File: config.mk
export PLATFORM = sky130hd
export DESIGN_NAME = pipeline_cpu
export DESIGN_NICKNAME = d
export VERILOG_FILES = /design/src/design/cpu_types_pkg.sv /design/src/design/pipe_regs_pkg.sv /design/src/design/register_file.sv /design/src/design/fetch_stage.sv /design/src/design/decode_stage.sv /design/src/design/exec_stage.sv /design/src/design/mem_wrb_stage.sv /design/src/design/pipeline_cpu.sv
export SDC_FILE = /design/constraint.sdc
export NUM_CORES = 2
export LEC_CHECK = 0
export BUFFER_PORTS_ARGS = -buffer_cell sky130_fd_sc_hd__buf_2
export CAP_MARGIN = 20
export CORE_MARGIN = 3
export CORE_UTILIZATION = 66
export DETAILED_ROUTE_END_ITERATION = 10
export PLACE_DENSITY_LB_ADDON = 0.1
export SLEW_MARGIN = 20
export SYNTH_ARGS = -nofsm -noshare
export SYNTH_HDL_FRONTEND = slang
export SYNTH_SLANG_ARGS = --single-unit
File: constraint.sdc
create_clock -name CLK -period 12.55 [get_ports CLK]
set_input_delay 1.255 -clock CLK [delete_from_list [all_inputs] [get_ports CLK]]
set_output_delay 1.255 -clock CLK [all_outputs]
set_load 0.05 [all_outputs]
File: src/design/cpu_types_pkg.sv
// ISA-level definitions for the five-stage core.
// Word and register index types, opcode and function code encodings
// and the internal ALU operation set. Reference by package-scoped name.

package cpu_types_pkg;

  // --------------------------------------------------------------------------
  // basic widths
  // --------------------------------------------------------------------------
  typedef logic [31:0] word_t;
  typedef logic [4:0]  regbits_t;

  // --------------------------------------------------------------------------
  // instruction encodings
  // --------------------------------------------------------------------------
  // primary opcode, bits 31:26
  // SLT has no opcode of its own, it is an RTYPE function
  typedef enum logic [5:0] {
    RTYPE = 6'd0,
    J     = 6'd2,
    BEQ   = 6'd4,
    ADDIU = 6'd9,
    ORI   = 6'd13,
    LUI   = 6'd15,
    LW    = 6'd35,
    SW    = 6'd43,
    HALT  = 6'd63
  } opcode_t;

  // function field of RTYPE, bits 5:0
  typedef enum logic [5:0] {
    ADDU = 6'd33,
    SUBU = 6'd35,
    AND  = 6'd36,
    OR   = 6'd37,
    SLT  = 6'd42
  } funct_t;

  // ALU operation chosen in decode
  typedef enum logic [2:0] {
    ALU_ADD = 3'd0,
    ALU_SUB = 3'd1,
    ALU_AND = 3'd2,
    ALU_OR  = 3'd3,
    ALU_SLT = 3'd4,
    ALU_LUI = 3'd5
  } aluop_t;

  // --------------------------------------------------------------------------
  // program counter
  // --------------------------------------------------------------------------
  // first fetch address after reset
  localparam word_t PC_INIT = 32'h0000_0000;
  // sequential step between instructions
  localparam word_t LINK_STRIDE = 32'd4;

endpackage

File: src/design/pipe_regs_pkg.sv
// Bundles carried between the pipeline stages.
// Stage registers, the writeback port of the register file, the
// execute redirect and the data-memory request of the core.

package pipe_regs_pkg;

  // fetch/decode register
  typedef struct packed {
    logic                  valid;
    cpu_types_pkg::word_t  instr;
    cpu_types_pkg::word_t  pc_plus4;
  } fetch_decode_t;

  // decode/execute register
  typedef struct packed {
    logic                   valid;
    cpu_types_pkg::aluop_t  aluop;
    // second ALU operand is the extended immediate
    logic                   alu_src;
    logic                   reg_write;
    logic                   mem_read;
    logic                   mem_write;
    logic                   branch;
    logic                   jump;
    logic                   halt;
    cpu_types_pkg::regbits_t dest;
    cpu_types_pkg::word_t   rdat1;
    cpu_types_pkg::word_t   rdat2;
    cpu_types_pkg::word_t   ext_imm;
    cpu_types_pkg::word_t   jump_target;
    cpu_types_pkg::word_t   pc_plus4;
  } decode_exec_t;

  // execute/memory register
  typedef struct packed {
    logic                    valid;
    logic                    reg_write;
    logic                    mem_read;
    logic                    mem_write;
    logic                    halt;
    cpu_types_pkg::regbits_t dest;
    cpu_types_pkg::word_t    alu_out;
    cpu_types_pkg::word_t    store_data;
  } exec_mem_t;

  // memory/writeback register, wdat already muxed
  typedef struct packed {
    logic                    valid;
    logic                    reg_write;
    logic                    halt;
    cpu_types_pkg::regbits_t dest;
    cpu_types_pkg::word_t    wdat;
  } mem_wrb_t;

  // register file write port
  typedef struct packed {
    logic                    wen;
    cpu_types_pkg::regbits_t wsel;
    cpu_types_pkg::word_t    wdat;
  } reg_write_t;

  // taken branch or jump from execute
  typedef struct packed {
    logic                 taken;
    cpu_types_pkg::word_t target;
  } redirect_t;

  // data-memory request, one-cycle strobes
  typedef struct packed {
    logic                 ren;
    logic                 wen;
    cpu_types_pkg::word_t addr;
    cpu_types_pkg::word_t store;
  } dmem_req_t;

endpackage

File: src/design/register_file.sv
// 32 x 32-bit register file for the decode stage.
// Two combinational read ports and one write port from writeback.
// Register zero always reads zero; a same-cycle write is passed
// through to the reads.

`timescale 1ns/10ps

module register_file (
  input  logic                      CLK,
  input  logic                      nRST,
  input  pipe_regs_pkg::reg_write_t wb,
  input  cpu_types_pkg::regbits_t   rsel1,
  input  cpu_types_pkg::regbits_t   rsel2,
  output cpu_types_pkg::word_t      rdat1,
  output cpu_types_pkg::word_t      rdat2
);

  cpu_types_pkg::word_t regs [32];

  always_ff @(posedge CLK or negedge nRST) begin
    if (!nRST) begin
      for (int i = 0; i < 32; i++) begin
        regs[i] <= '0;
      end
    end else if (wb.wen && wb.wsel != '0) begin
      regs[wb.wsel] <= wb.wdat;
    end
  end

  // read ports, zero first then bypass of the write in flight
  always_comb begin
    if (rsel1 == '0) begin
      rdat1 = '0;
    end else if (wb.wen && wb.wsel == rsel1) begin
      rdat1 = wb.wdat;
    end else begin
      rdat1 = regs[rsel1];
    end
    if (rsel2 == '0) begin
      rdat2 = '0;
    end else if (wb.wen && wb.wsel == rsel2) begin
      rdat2 = wb.wdat;
    end else begin
      rdat2 = regs[rsel2];
    end
  end

endmodule

File: src/design/fetch_stage.sv
// Fetch stage of the pipelined core.
// Holds the PC, addresses instruction memory combinationally and
// registers the returned word for decode. A taken redirect from
// execute loads the new PC and empties the fetch/decode slot.

`timescale 1ns/10ps

module fetch_stage (
  input  logic                        CLK,
  input  logic                        nRST,
  input  pipe_regs_pkg::redirect_t    redirect,
  output cpu_types_pkg::word_t        imem_addr,
  input  cpu_types_pkg::word_t        imem_load,
  output pipe_regs_pkg::fetch_decode_t fd
);

  cpu_types_pkg::word_t pc;
  cpu_types_pkg::word_t pc_plus4;
  cpu_types_pkg::word_t next_pc;

  assign pc_plus4  = pc + cpu_types_pkg::LINK_STRIDE;
  // redirect wins over sequential fetch
  assign next_pc   = redirect.taken ? redirect.target : pc_plus4;
  assign imem_addr = pc;

  always_ff @(posedge CLK or negedge nRST) begin
    if (!nRST) begin
      pc <= cpu_types_pkg::PC_INIT;
    end else begin
      pc <= next_pc;
    end
  end

  // --------------------------------------------------------------------------
  // fetch/decode register
  // --------------------------------------------------------------------------
  always_ff @(posedge CLK or negedge nRST) begin
    if (!nRST) begin
      fd <= '0;
    end else begin
      // word fetched under a redirect is on the wrong path
      fd.valid    <= !redirect.taken;
      fd.instr    <= imem_load;
      fd.pc_plus4 <= pc_plus4;
    end
  end

  // branch offsets and jump targets are word multiples
  pc_aligned: assert property (@(posedge CLK) disable iff (!nRST) pc[1:0] == 2'b00)
    else $error("fetch PC not word aligned: %h", pc);

endmodule

File: src/design/decode_stage.sv
// Decode stage of the pipelined core.
// Turns opcode and function code into ALU operation and control bits,
// extends the immediate, reads the register file and registers the
// bundle for execute. A redirect from execute squashes the slot.

`timescale 1ns/10ps

module decode_stage (
  input  logic                         CLK,
  input  logic                         nRST,
  input  pipe_regs_pkg::fetch_decode_t fd,
  input  pipe_regs_pkg::reg_write_t    wb,
  input  pipe_regs_pkg::redirect_t     redirect,
  output pipe_regs_pkg::decode_exec_t  de
);

  cpu_types_pkg::opcode_t  opcode;
  cpu_types_pkg::funct_t   funct;
  cpu_types_pkg::regbits_t rs;
  cpu_types_pkg::regbits_t rt;
  cpu_types_pkg::regbits_t rd;
  logic [15:0]             imm;
  cpu_types_pkg::word_t    rdat1;
  cpu_types_pkg::word_t    rdat2;
  pipe_regs_pkg::decode_exec_t ctrl;
  // control bits not stored in the bundle
  logic                    sign_ext;
  logic                    rd_dest;
  logic                    illegal;

  // instruction fields
  assign opcode = cpu_types_pkg::opcode_t'(fd.instr[31:26]);
  assign funct  = cpu_types_pkg::funct_t'(fd.instr[5:0]);
  assign rs     = fd.instr[25:21];
  assign rt     = fd.instr[20:16];
  assign rd     = fd.instr[15:11];
  assign imm    = fd.instr[15:0];

  register_file rf_i (
    .CLK   (CLK),
    .nRST  (nRST),
    .wb    (wb),
    .rsel1 (rs),
    .rsel2 (rt),
    .rdat1 (rdat1),
    .rdat2 (rdat2)
  );

  // --------------------------------------------------------------------------
  // control decode
  // --------------------------------------------------------------------------
  always_comb begin
    ctrl     = '0;
    ctrl.aluop = cpu_types_pkg::ALU_ADD;
    sign_ext = 1'b0;
    rd_dest  = 1'b0;
    illegal  = 1'b0;
    case (opcode)
      cpu_types_pkg::RTYPE: begin
        ctrl.reg_write = 1'b1;
        rd_dest        = 1'b1;
        case (funct)
          cpu_types_pkg::ADDU: ctrl.aluop = cpu_types_pkg::ALU_ADD;
          cpu_types_pkg::SUBU: ctrl.aluop = cpu_types_pkg::ALU_SUB;
          cpu_types_pkg::AND:  ctrl.aluop = cpu_types_pkg::ALU_AND;
          cpu_types_pkg::OR:   ctrl.aluop = cpu_types_pkg::ALU_OR;
          cpu_types_pkg::SLT:  ctrl.aluop = cpu_types_pkg::ALU_SLT;
          default: begin
            // unsupported function, no register write
            ctrl.reg_write = 1'b0;
            illegal        = 1'b1;
          end
        endcase
      end
      cpu_types_pkg::ADDIU: begin
        ctrl.alu_src   = 1'b1;
        ctrl.reg_write = 1'b1;
        sign_ext       = 1'b1;
      end
      cpu_types_pkg::ORI: begin
        ctrl.aluop     = cpu_types_pkg::ALU_OR;
        ctrl.alu_src   = 1'b1;
        ctrl.reg_write = 1'b1;
      end
      cpu_types_pkg::LUI: begin
        ctrl.aluop     = cpu_types_pkg::ALU_LUI;
        ctrl.alu_src   = 1'b1;
        ctrl.reg_write = 1'b1;
      end
      cpu_types_pkg::LW: begin
        ctrl.alu_src   = 1'b1;
        ctrl.reg_write = 1'b1;
        ctrl.mem_read  = 1'b1;
        sign_ext       = 1'b1;
      end
      cpu_types_pkg::SW: begin
        ctrl.alu_src   = 1'b1;
        ctrl.mem_write = 1'b1;
        sign_ext       = 1'b1;
      end
      cpu_types_pkg::BEQ: begin
        ctrl.aluop  = cpu_types_pkg::ALU_SUB;
        ctrl.branch = 1'b1;
        sign_ext    = 1'b1;
      end
      cpu_types_pkg::J:    ctrl.jump = 1'b1;
      cpu_types_pkg::HALT: ctrl.halt = 1'b1;
      default:             illegal   = 1'b1;
    endcase
  end

  // --------------------------------------------------------------------------
  // decode/execute register
  // --------------------------------------------------------------------------
  always_ff @(posedge CLK or negedge nRST) begin
    if (!nRST) begin
      de <= '0;
    end else begin
      de       <= ctrl;
      // younger than a taken branch, drop it
      de.valid <= fd.valid && !redirect.taken;
      de.dest  <= rd_dest ? rd : rt;
      de.rdat1 <= rdat1;
      de.rdat2 <= rdat2;
      de.ext_imm <= sign_ext ? {{16{imm[15]}}, imm} : {16'h0000, imm};
      // J target: region bits of pc+4 with the word index
      de.jump_target <= {fd.pc_plus4[31:28], fd.instr[25:0], 2'b00};
      de.pc_plus4    <= fd.pc_plus4;
    end
  end

  known_opcode: assert property (@(posedge CLK) disable iff (!nRST) fd.valid |-> !illegal)
    else $error("unknown instruction %h at %h", fd.instr, fd.pc_plus4 - 32'd4);

endmodule

File: src/design/exec_stage.sv
// Execute stage of the pipelined core.
// ALU on the decoded operands, BEQ and J resolution with a combinational
// redirect back to fetch and decode, and the execute/memory register.

`timescale 1ns/10ps

module exec_stage (
  input  logic                        CLK,
  input  logic                        nRST,
  input  pipe_regs_pkg::decode_exec_t de,
  output pipe_regs_pkg::redirect_t    redirect,
  output pipe_regs_pkg::exec_mem_t    em
);

  cpu_types_pkg::word_t alu_b;
  cpu_types_pkg::word_t alu_out;
  cpu_types_pkg::word_t branch_target;
  logic                 equal;

  // --------------------------------------------------------------------------
  // ALU
  // --------------------------------------------------------------------------
  assign alu_b = de.alu_src ? de.ext_imm : de.rdat2;

  always_comb begin
    case (de.aluop)
      cpu_types_pkg::ALU_ADD: alu_out = de.rdat1 + alu_b;
      cpu_types_pkg::ALU_SUB: alu_out = de.rdat1 - alu_b;
      cpu_types_pkg::ALU_AND: alu_out = de.rdat1 & alu_b;
      cpu_types_pkg::ALU_OR:  alu_out = de.rdat1 | alu_b;
      // signed compare
      cpu_types_pkg::ALU_SLT: alu_out = {31'd0, $signed(de.rdat1) < $signed(alu_b)};
      // immediate into the upper half
      cpu_types_pkg::ALU_LUI: alu_out = {alu_b[15:0], 16'h0000};
      default:                alu_out = '0;
    endcase
  end

  // --------------------------------------------------------------------------
  // branch and jump
  // --------------------------------------------------------------------------
  assign equal         = de.rdat1 == de.rdat2;
  // word offset relative to pc+4
  assign branch_target = de.pc_plus4 + {de.ext_imm[29:0], 2'b00};

  always_comb begin
    redirect.taken  = de.valid && (de.jump || (de.branch && equal));
    redirect.target = de.jump ? de.jump_target : branch_target;
  end

  // execute/memory register
  always_ff @(posedge CLK or negedge nRST) begin
    if (!nRST) begin
      em <= '0;
    end else begin
      em.valid      <= de.valid;
      em.reg_write  <= de.reg_write;
      em.mem_read   <= de.mem_read;
      em.mem_write  <= de.mem_write;
      em.halt       <= de.halt;
      em.dest       <= de.dest;
      em.alu_out    <= alu_out;
      em.store_data <= de.rdat2;
    end
  end

  // taken only from a live slot, and decode must squash the next one
  redirect_valid: assert property (@(posedge CLK) disable iff (!nRST)
    redirect.taken |-> de.valid ##1 !de.valid)
    else $error("redirect from invalid slot or younger slot not flushed");

endmodule

File: src/design/mem_wrb_stage.sv
// Memory and writeback stages of the pipelined core.
// Issues the single-cycle data-memory strobes, captures load data into
// the memory/writeback register, drives the register file write and
// holds the sticky halt flag. Nothing younger than HALT touches memory.

`timescale 1ns/10ps

module mem_wrb_stage (
  input  logic                      CLK,
  input  logic                      nRST,
  input  pipe_regs_pkg::exec_mem_t  em,
  output pipe_regs_pkg::dmem_req_t  dmem_req,
  input  cpu_types_pkg::word_t      dmem_load,
  output pipe_regs_pkg::reg_write_t wb,
  output logic                      halt
);

  pipe_regs_pkg::mem_wrb_t mw;
  // HALT ahead in writeback or already retired
  logic                    draining;
  logic                    live;

  assign draining = halt || (mw.valid && mw.halt);
  assign live     = em.valid && !draining;

  // --------------------------------------------------------------------------
  // data-memory request
  // --------------------------------------------------------------------------
  always_comb begin
    dmem_req.ren   = live && em.mem_read;
    dmem_req.wen   = live && em.mem_write;
    dmem_req.addr  = em.alu_out;
    dmem_req.store = em.store_data;
  end

  // memory/writeback register, load data sampled same cycle
  always_ff @(posedge CLK or negedge nRST) begin
    if (!nRST) begin
      mw <= '0;
    end else begin
      mw.valid     <= live;
      mw.reg_write <= em.reg_write;
      mw.halt      <= em.halt;
      mw.dest      <= em.dest;
      mw.wdat      <= em.mem_read ? dmem_load : em.alu_out;
    end
  end

  // --------------------------------------------------------------------------
  // writeback
  // --------------------------------------------------------------------------
  always_comb begin
    wb.wen  = mw.valid && mw.reg_write;
    wb.wsel = mw.dest;
    wb.wdat = mw.wdat;
  end

  // sticky until reset
  always_ff @(posedge CLK or negedge nRST) begin
    if (!nRST) begin
      halt <= 1'b0;
    end else begin
      halt <= halt || (mw.valid && mw.halt);
    end
  end

  one_strobe: assert property (@(posedge CLK) disable iff (!nRST)
    !(dmem_req.ren && dmem_req.wen))
    else $error("dmem read and write strobes together");

endmodule

File: src/design/pipeline_cpu.sv
// Top level of the five-stage pipelined core.
// Connects fetch, decode, execute and memory/writeback to the external
// instruction and data memories. Both memories answer in the same cycle.

`timescale 1ns/10ps

module pipeline_cpu (
  input  logic                     CLK,
  input  logic                     nRST,
  output cpu_types_pkg::word_t     imem_addr,
  input  cpu_types_pkg::word_t     imem_load,
  output pipe_regs_pkg::dmem_req_t dmem_req,
  input  cpu_types_pkg::word_t     dmem_load,
  output logic                     halt
);

  // stage-to-stage bundles
  pipe_regs_pkg::fetch_decode_t fd;
  pipe_regs_pkg::decode_exec_t  de;
  pipe_regs_pkg::exec_mem_t     em;
  pipe_regs_pkg::reg_write_t    wb;
  pipe_regs_pkg::redirect_t     redirect;

  fetch_stage fetch_i (
    .CLK       (CLK),
    .nRST      (nRST),
    .redirect  (redirect),
    .imem_addr (imem_addr),
    .imem_load (imem_load),
    .fd        (fd)
  );

  decode_stage decode_i (
    .CLK      (CLK),
    .nRST     (nRST),
    .fd       (fd),
    .wb       (wb),
    .redirect (redirect),
    .de       (de)
  );

  exec_stage exec_i (
    .CLK      (CLK),
    .nRST     (nRST),
    .de       (de),
    .redirect (redirect),
    .em       (em)
  );

  mem_wrb_stage mem_wrb_i (
    .CLK       (CLK),
    .nRST      (nRST),
    .em        (em),
    .dmem_req  (dmem_req),
    .dmem_load (dmem_load),
    .wb        (wb),
    .halt      (halt)
  );

endmodule

After elaboration in Yosys (flattened, before gate mapping)
Index checks and enable logic that the tools add are counted.
{ "totals": {"regBits": 1410, "inputBits": 66, "out_inout_bits": 99, "elab_cells": 157} }
{ "op_classes": {"n_addsub": 4, "n_lt_le_gt_ge": 5, "n_eq_ne": 21, "mux": 32, "bitwise_logic": 5, "n_reduce_logical": 25} }
{ "op_table": {"columns": ["operator", "n"], "rows": [
  ["1024-bit bitwise mux", 1],
  ["32-bit 2-to-1 mux", 14],
  ["32-bit binary-select mux with 5-bit select", 2],
  ["32-bit case mux with 6 select lines", 1],
  ["32-bit demux with 5-bit select", 1],
  ["32-bit adder", 2],
  ["6-bit == test (second input constant)", 8],
  ["32-bit by 3-bit adder with 32-bit output (second input constant)", 1],
  ["32-bit AND", 1],
  ["32-bit == test", 1],
  ["32-bit < comparator", 1],
  ["32-bit bitwise OR", 1],
  ["32-bit subtractor", 1],
  ["3-bit case mux with 4 select lines", 2],
  ["6-bit by 4-bit == test with 1-bit output (second input constant)", 3],
  ["6-bit >= comparator (second input constant)", 3],
  ["5-bit inverter with 6-bit output", 3],
  ["1-bit logical AND", 12],
  ["5-bit == test", 2],
  ["5-bit zero test", 2],
  ["5-bit OR reduction", 2],
  ["1-bit 2-to-1 mux", 9],
  ["4-bit OR reduction", 2],
  ["3-bit by 2-bit == test with 1-bit output (second input constant)", 2],
  ["12 further kinds", 15]
]} }

Longest topological paths before layout
{ "depth": {"depth_word": 6, "depth_mapped": 17} }

Cells and area by module
A second synthesis with hierarchy kept.
{ "hier_totals": {"cells_unflattened": 5662, "area_unflattened_um2": 74317.5} }
{ "modules_own_cells": {"columns": ["module", "instances", "cells_each", "area_each_um2", "seq_area_each_um2"], "rows": [
  ["register_file", 1, 3791, 54855.1, 25624.6],
  ["exec_stage", 1, 1196, 9402.8, 1851.8],
  ["decode_stage", 1, 227, 4115.2, 3478.3],
  ["fetch_stage", 1, 264, 3585.9, 2427.3],
  ["mem_wrb_stage", 1, 184, 2358.5, 1026.0]
]} }

Worst setup path after synthesis
OpenSTA, ideal clock, no wires.
{ "synth_timing": {"path_type": "reg-to-reg", "startpoint": "register decode_i.de[171] (netlist name)", "endpoint": "register exec_i.em[60] (netlist name)", "setup_time_ns": 0.142, "arrival_time_ns": 4.074, "required_time_ns": 12.408, "path_slack_ns": 8.334, "stages_incl_launch_ff": 17, "synth_period_minus_slack_ns": 4.216, "path_cell_list": "dfrtp_1 -> clkbuf_1 -> clkbuf_1 -> mux2i_1 -> inv_1 -> ha_1 -> fa_1 -> nor3_1 -> nor3_1 -> o31ai_1 -> a211oi_2 -> o31ai_1 -> a21oi_1 -> o31a_1 -> a211oi_1 -> xor2_1 -> o221ai_1"} }
{ "synth_via": {"elab_chain_cells": 3} }
{ "synth_lines": {"columns": ["element", "line", "source"], "rows": [
  ["32-bit 2-to-1 mux (*)", "exec_stage.sv:23", "assign alu_b = de.alu_src ? de.ext_imm : de.rdat2;"],
  ["32-bit subtractor (tied with other cells)", "exec_stage.sv:28", "cpu_types_pkg::ALU_SUB: alu_out = de.rdat1 - alu_b;"],
  ["32-bit case mux with 6 select lines (*)", "exec_stage.sv:26", "case (de.aluop)"],
  ["net exec_i.alu_out[28]", "exec_stage.sv:16", "cpu_types_pkg::word_t alu_out;"]
]} }
The timed path passes the listed nets; every way through them passes the cells marked *.
A chain may end at the register's enable or synchronous reset.

Worst setup path in the final report
{ "layout_timing": {"startpoint": "register decode_i.de[171] (netlist name)", "endpoint": "register exec_i.em[50] (netlist name)"} }
{ "layout_via": {"elab_chain_cells": 3} }
{ "layout_lines": {"columns": ["element", "line"], "rows": [
  ["32-bit 2-to-1 mux (*)", "exec_stage.sv:23"],
  ["32-bit subtractor (tied with other cells)", "exec_stage.sv:28"],
  ["32-bit case mux with 6 select lines (*)", "exec_stage.sv:26"],
  ["net exec_i.alu_out[18]", "exec_stage.sv:16"]
]} }
Marks and branches as above.

==> flow_summary.ini <==
[yosys]
syn-instance-count = 5117
synth-xor-area-share = 0.0148
async_flop_share = 1.00
synthFlopType = dfrtp_1
synth-compound-area-share = 0.0491
synth-seq-cells = 1375
synthMuxAreaShare = 0.367
synth-seq-area-share = 0.473
synth-warning-count = 0
synth.area.top_cells = dfrtp_1 47%, mux4_2 19%, mux2_2 16%
synth_edf_count = 0
syn_area_per_cell_um2 = 14.2
synth_nets = 5320
yosysUniqueCellTypes = 72
synth_adder_area_share = 0.0239
yosysMostFrequentCell = dfrtp_1
synth_top_family_by_area = multiplexers
syn_area_um2 = 72700
synth_top_area_cell = dfrtp_1
yosys.area_share.simple = 0.0333
synthTopCellsByCount = 1375 x dfrtp_1, 1033 x mux2_2, 622 x mux4_2
yosysTopAreaCellShare = 0.473

[route]
wl_met3_um = 22600
post_drt_wl_per_cell_um = 32.5
drt_iter0_markers = 4664
wirelength_um = 211000
drc = 0
viasPerCell = 7.12
m1WireLength_um = 83100
vias = 46300
drtAntennaViolNets = 0
drt_first_pass_iters = 7
wl_met2_um = 94000
highest_layer = met5

[setup_path]
r2r_start = decode_i.de[171]
critical_path_class = register to register
critPathMaxFanout = 18
crit_required_ps = 13050
cpPeakStageDelay_ps = 900
timing.rr.end = exec_i.em[50]
worstPathArrival_ps = 5500
crit_slowest_cell = dfrtp_1
critPathLaunchType = register
reg2reg_depth = 12
crit_path_end_kind = register
timing.reg2reg.setup_slack_ps = 7540
path_cells = mux2i_1, inv_1, ha_1, fa_1, nor3_1, nor3_1, o31ai_1, a211oi_2, o211ai_1, o211ai_1, xnor2_1, o221ai_1

[clock_network]
cts.reportedPaths.clkPinSlew_ps = 60
cts_resized = 0
cts_tree = yes
clk_latency_ps = 770
cts_inserted_buffers = 142
h-tree-depth = 4
postCtsSetupRepairBufs = 0
clk_path_buf_depth = 3
ctsRootBufferMaster = clkbuf_16
cts_hold_buf = 0
cts.sinks = 1375

[sta]
maxSlewHeadroom = 0.237
clock_skew_ps = 31.1
max_freq_ghz = 0.200
period_share = 0.399
hold_viol_final = 0
fin_crit_ps = 5010
final.setup.tns_ps = 0
timing.hold.ws_ps = 346
rsz0062_at_grt = false
finalSetupViolCount = 0
slew_violations = 0
worstMarginPinSlew_ps = 1140

[global_route]
grt-ovfl-total = 0
grt_pass1_wl_um = 314000
antenna_found_initial = 9
grt_pass1_vias = 46700
grt_util_all_layers = 0.379
grt_max_degree = 178

[power]
seqPwrFrac = 0.458
p_switching_mw = 2.92
power_density_nw_per_um2 = 135
irDropWorstVdd_mv = 0.132
swShare = 0.274
leakage_nw = 36.6
power.internal_mw = 7.74
power_mw = 10.7
combinationalPowerShare = 0.124
p_clk_frac = 0.418

[placed_design]
portBuffers = 164
dp_hpwl_um = 128000
place_congestion = 0.970

[finish]
fillers = 7023
drive_gt1_frac = 0.433
fin_nets = 5168
synthToLayoutAreaGrowth_pct = 8.63

[worst_hold_path]
hold_class = register to register
hold_depth = 0
hold_start = fetch_i.fd[7]
holdPathEnd = decode_i.de[7]

[floorplan]
die_y_um = 338
ios = 165
start_util = 0.667
die_area_um2 = 114000
num_rows = 121
chipWidth_um = 338
core_um2 = 109000

[run]
cap_violations = 0

[outcome]
status = completed
## through the flow
stage                     setup WS (ps)  instance area [um^2]  cells  utilization
after global placement             7740                 73900   6233        0.678
after detailed placement           7750                 73900   6233        0.678
final                              7540                 79000   6500        0.724
after global routing               7410                 78900   6493        0.724
after CTS                          7770                 78900   6491        0.724
after floorplan                    8330                 72700   5117            -
## power groups by stage
stage	clock [mW]	combinational [mW]	sequential, mW
final	4.45	1.32	4.88
after global routing	4.70	1.44	4.90
after CTS	4.51	1.32	4.87
after detailed placement	0	1.31	4.95
after global placement	0	1.29	4.94
after floorplan	0	0.850	4.96
## logic make-up (layout without fill, tap and decap cells)
kind of cell	count (synthesis)	after routing
AOI/OAI and AO/OA	542	542
xor gates and xnor gates	123	123
adders and majority gates	137	137
buffers and inverters	659	621
DFF	1375	1375
muxes	1761	1761
other	0	7
and+or+nand+nor	520	520
## worst max path at each step
| stage | cells after the start | endpoint | start |
|---|---|---|---|
| floorplan | 16 | exec_i.em[60] | decode_i.de[171] |
| global placement | 14 | exec_i.em[60] | decode_i.de[171] |
| detailed placement | 14 | exec_i.em[60] | decode_i.de[171] |
| CTS | 14 | exec_i.em[60] | decode_i.de[171] |
| global route | 14 | exec_i.em[60] | decode_i.de[171] |
| finish | 12 | exec_i.em[50] | decode_i.de[171] |
## layout by cell type, fill, tap and decap left out, types with 10 or more instances in the layout
cell	count
nand2_1	97
nand2b_1	18
buf_4	81
inv_1	108
nor2_4	18
a211oi_1	115
clkinv_2	15
a21oi_1	167
ha_1	134
mux2_2	1033
clkbuf_8	34
buf_2	163
o21ai_0	73
o21bai_1	20
nor2b_1	22
dfrtp_4	10
nand3_1	37
o211ai_1	25
nor3_1	18
xor2_1	44
clkbuf_16	143
a21o_1	35
nand2_2	11
a31oi_1	10
clkbuf_1	32
dfrtp_1	1358
nor2_1	196
o21a_1	11
mux2i_1	106
bufinv_16	14
nand4_1	18
nor4_1	18
o22ai_1	12
mux4_2	622
and3_1	16
xnor2_1	79
o221ai_1	10
## cell type report
cell class	instances	area, um^2	area share
clock buffers	209	4170	0.0528
multi-input cells	3083	35700	0.452
repair buffers	253	1620	0.0205
diodes	7	17.5	0.000222
flip-flops and latches	1375	34500	0.436
well taps	1414	1770	0.0224
inverters	110	413	0.00523
clock inverters	49	800	0.0101
## worst max-delay path: cells and delay by family, from the launching register on
kind | cells | cell delay (ps)
flops | 1 | 900
mux | 1 | 470
simple gates | 2 | 310
xor+xnor | 1 | 510
fa+ha+maj | 2 | 680
buf+inv | 1 | 110
compound gates | 5 | 1760
## registers in the layout, indices dropped and copies added, names as in the netlist
register / cells
decode_i.rf_i.regs: 1024
decode_i.de: 139
exec_i.em: 74
fetch_i.fd: 65
mem_wrb_i.wb: 37
fetch_i.imem_addr: 32
mem_wrb_i.mw: 3
mem_wrb_i.halt: 1
## per-layer routing
metal  vias up  GRT usage
li1      18900          -
met2      2393      0.559
met5         -          0
met3       550      0.106
met4         6      0.179
met1     24500      0.529
No activity file was read; power rests on OpenSTA's default activity.
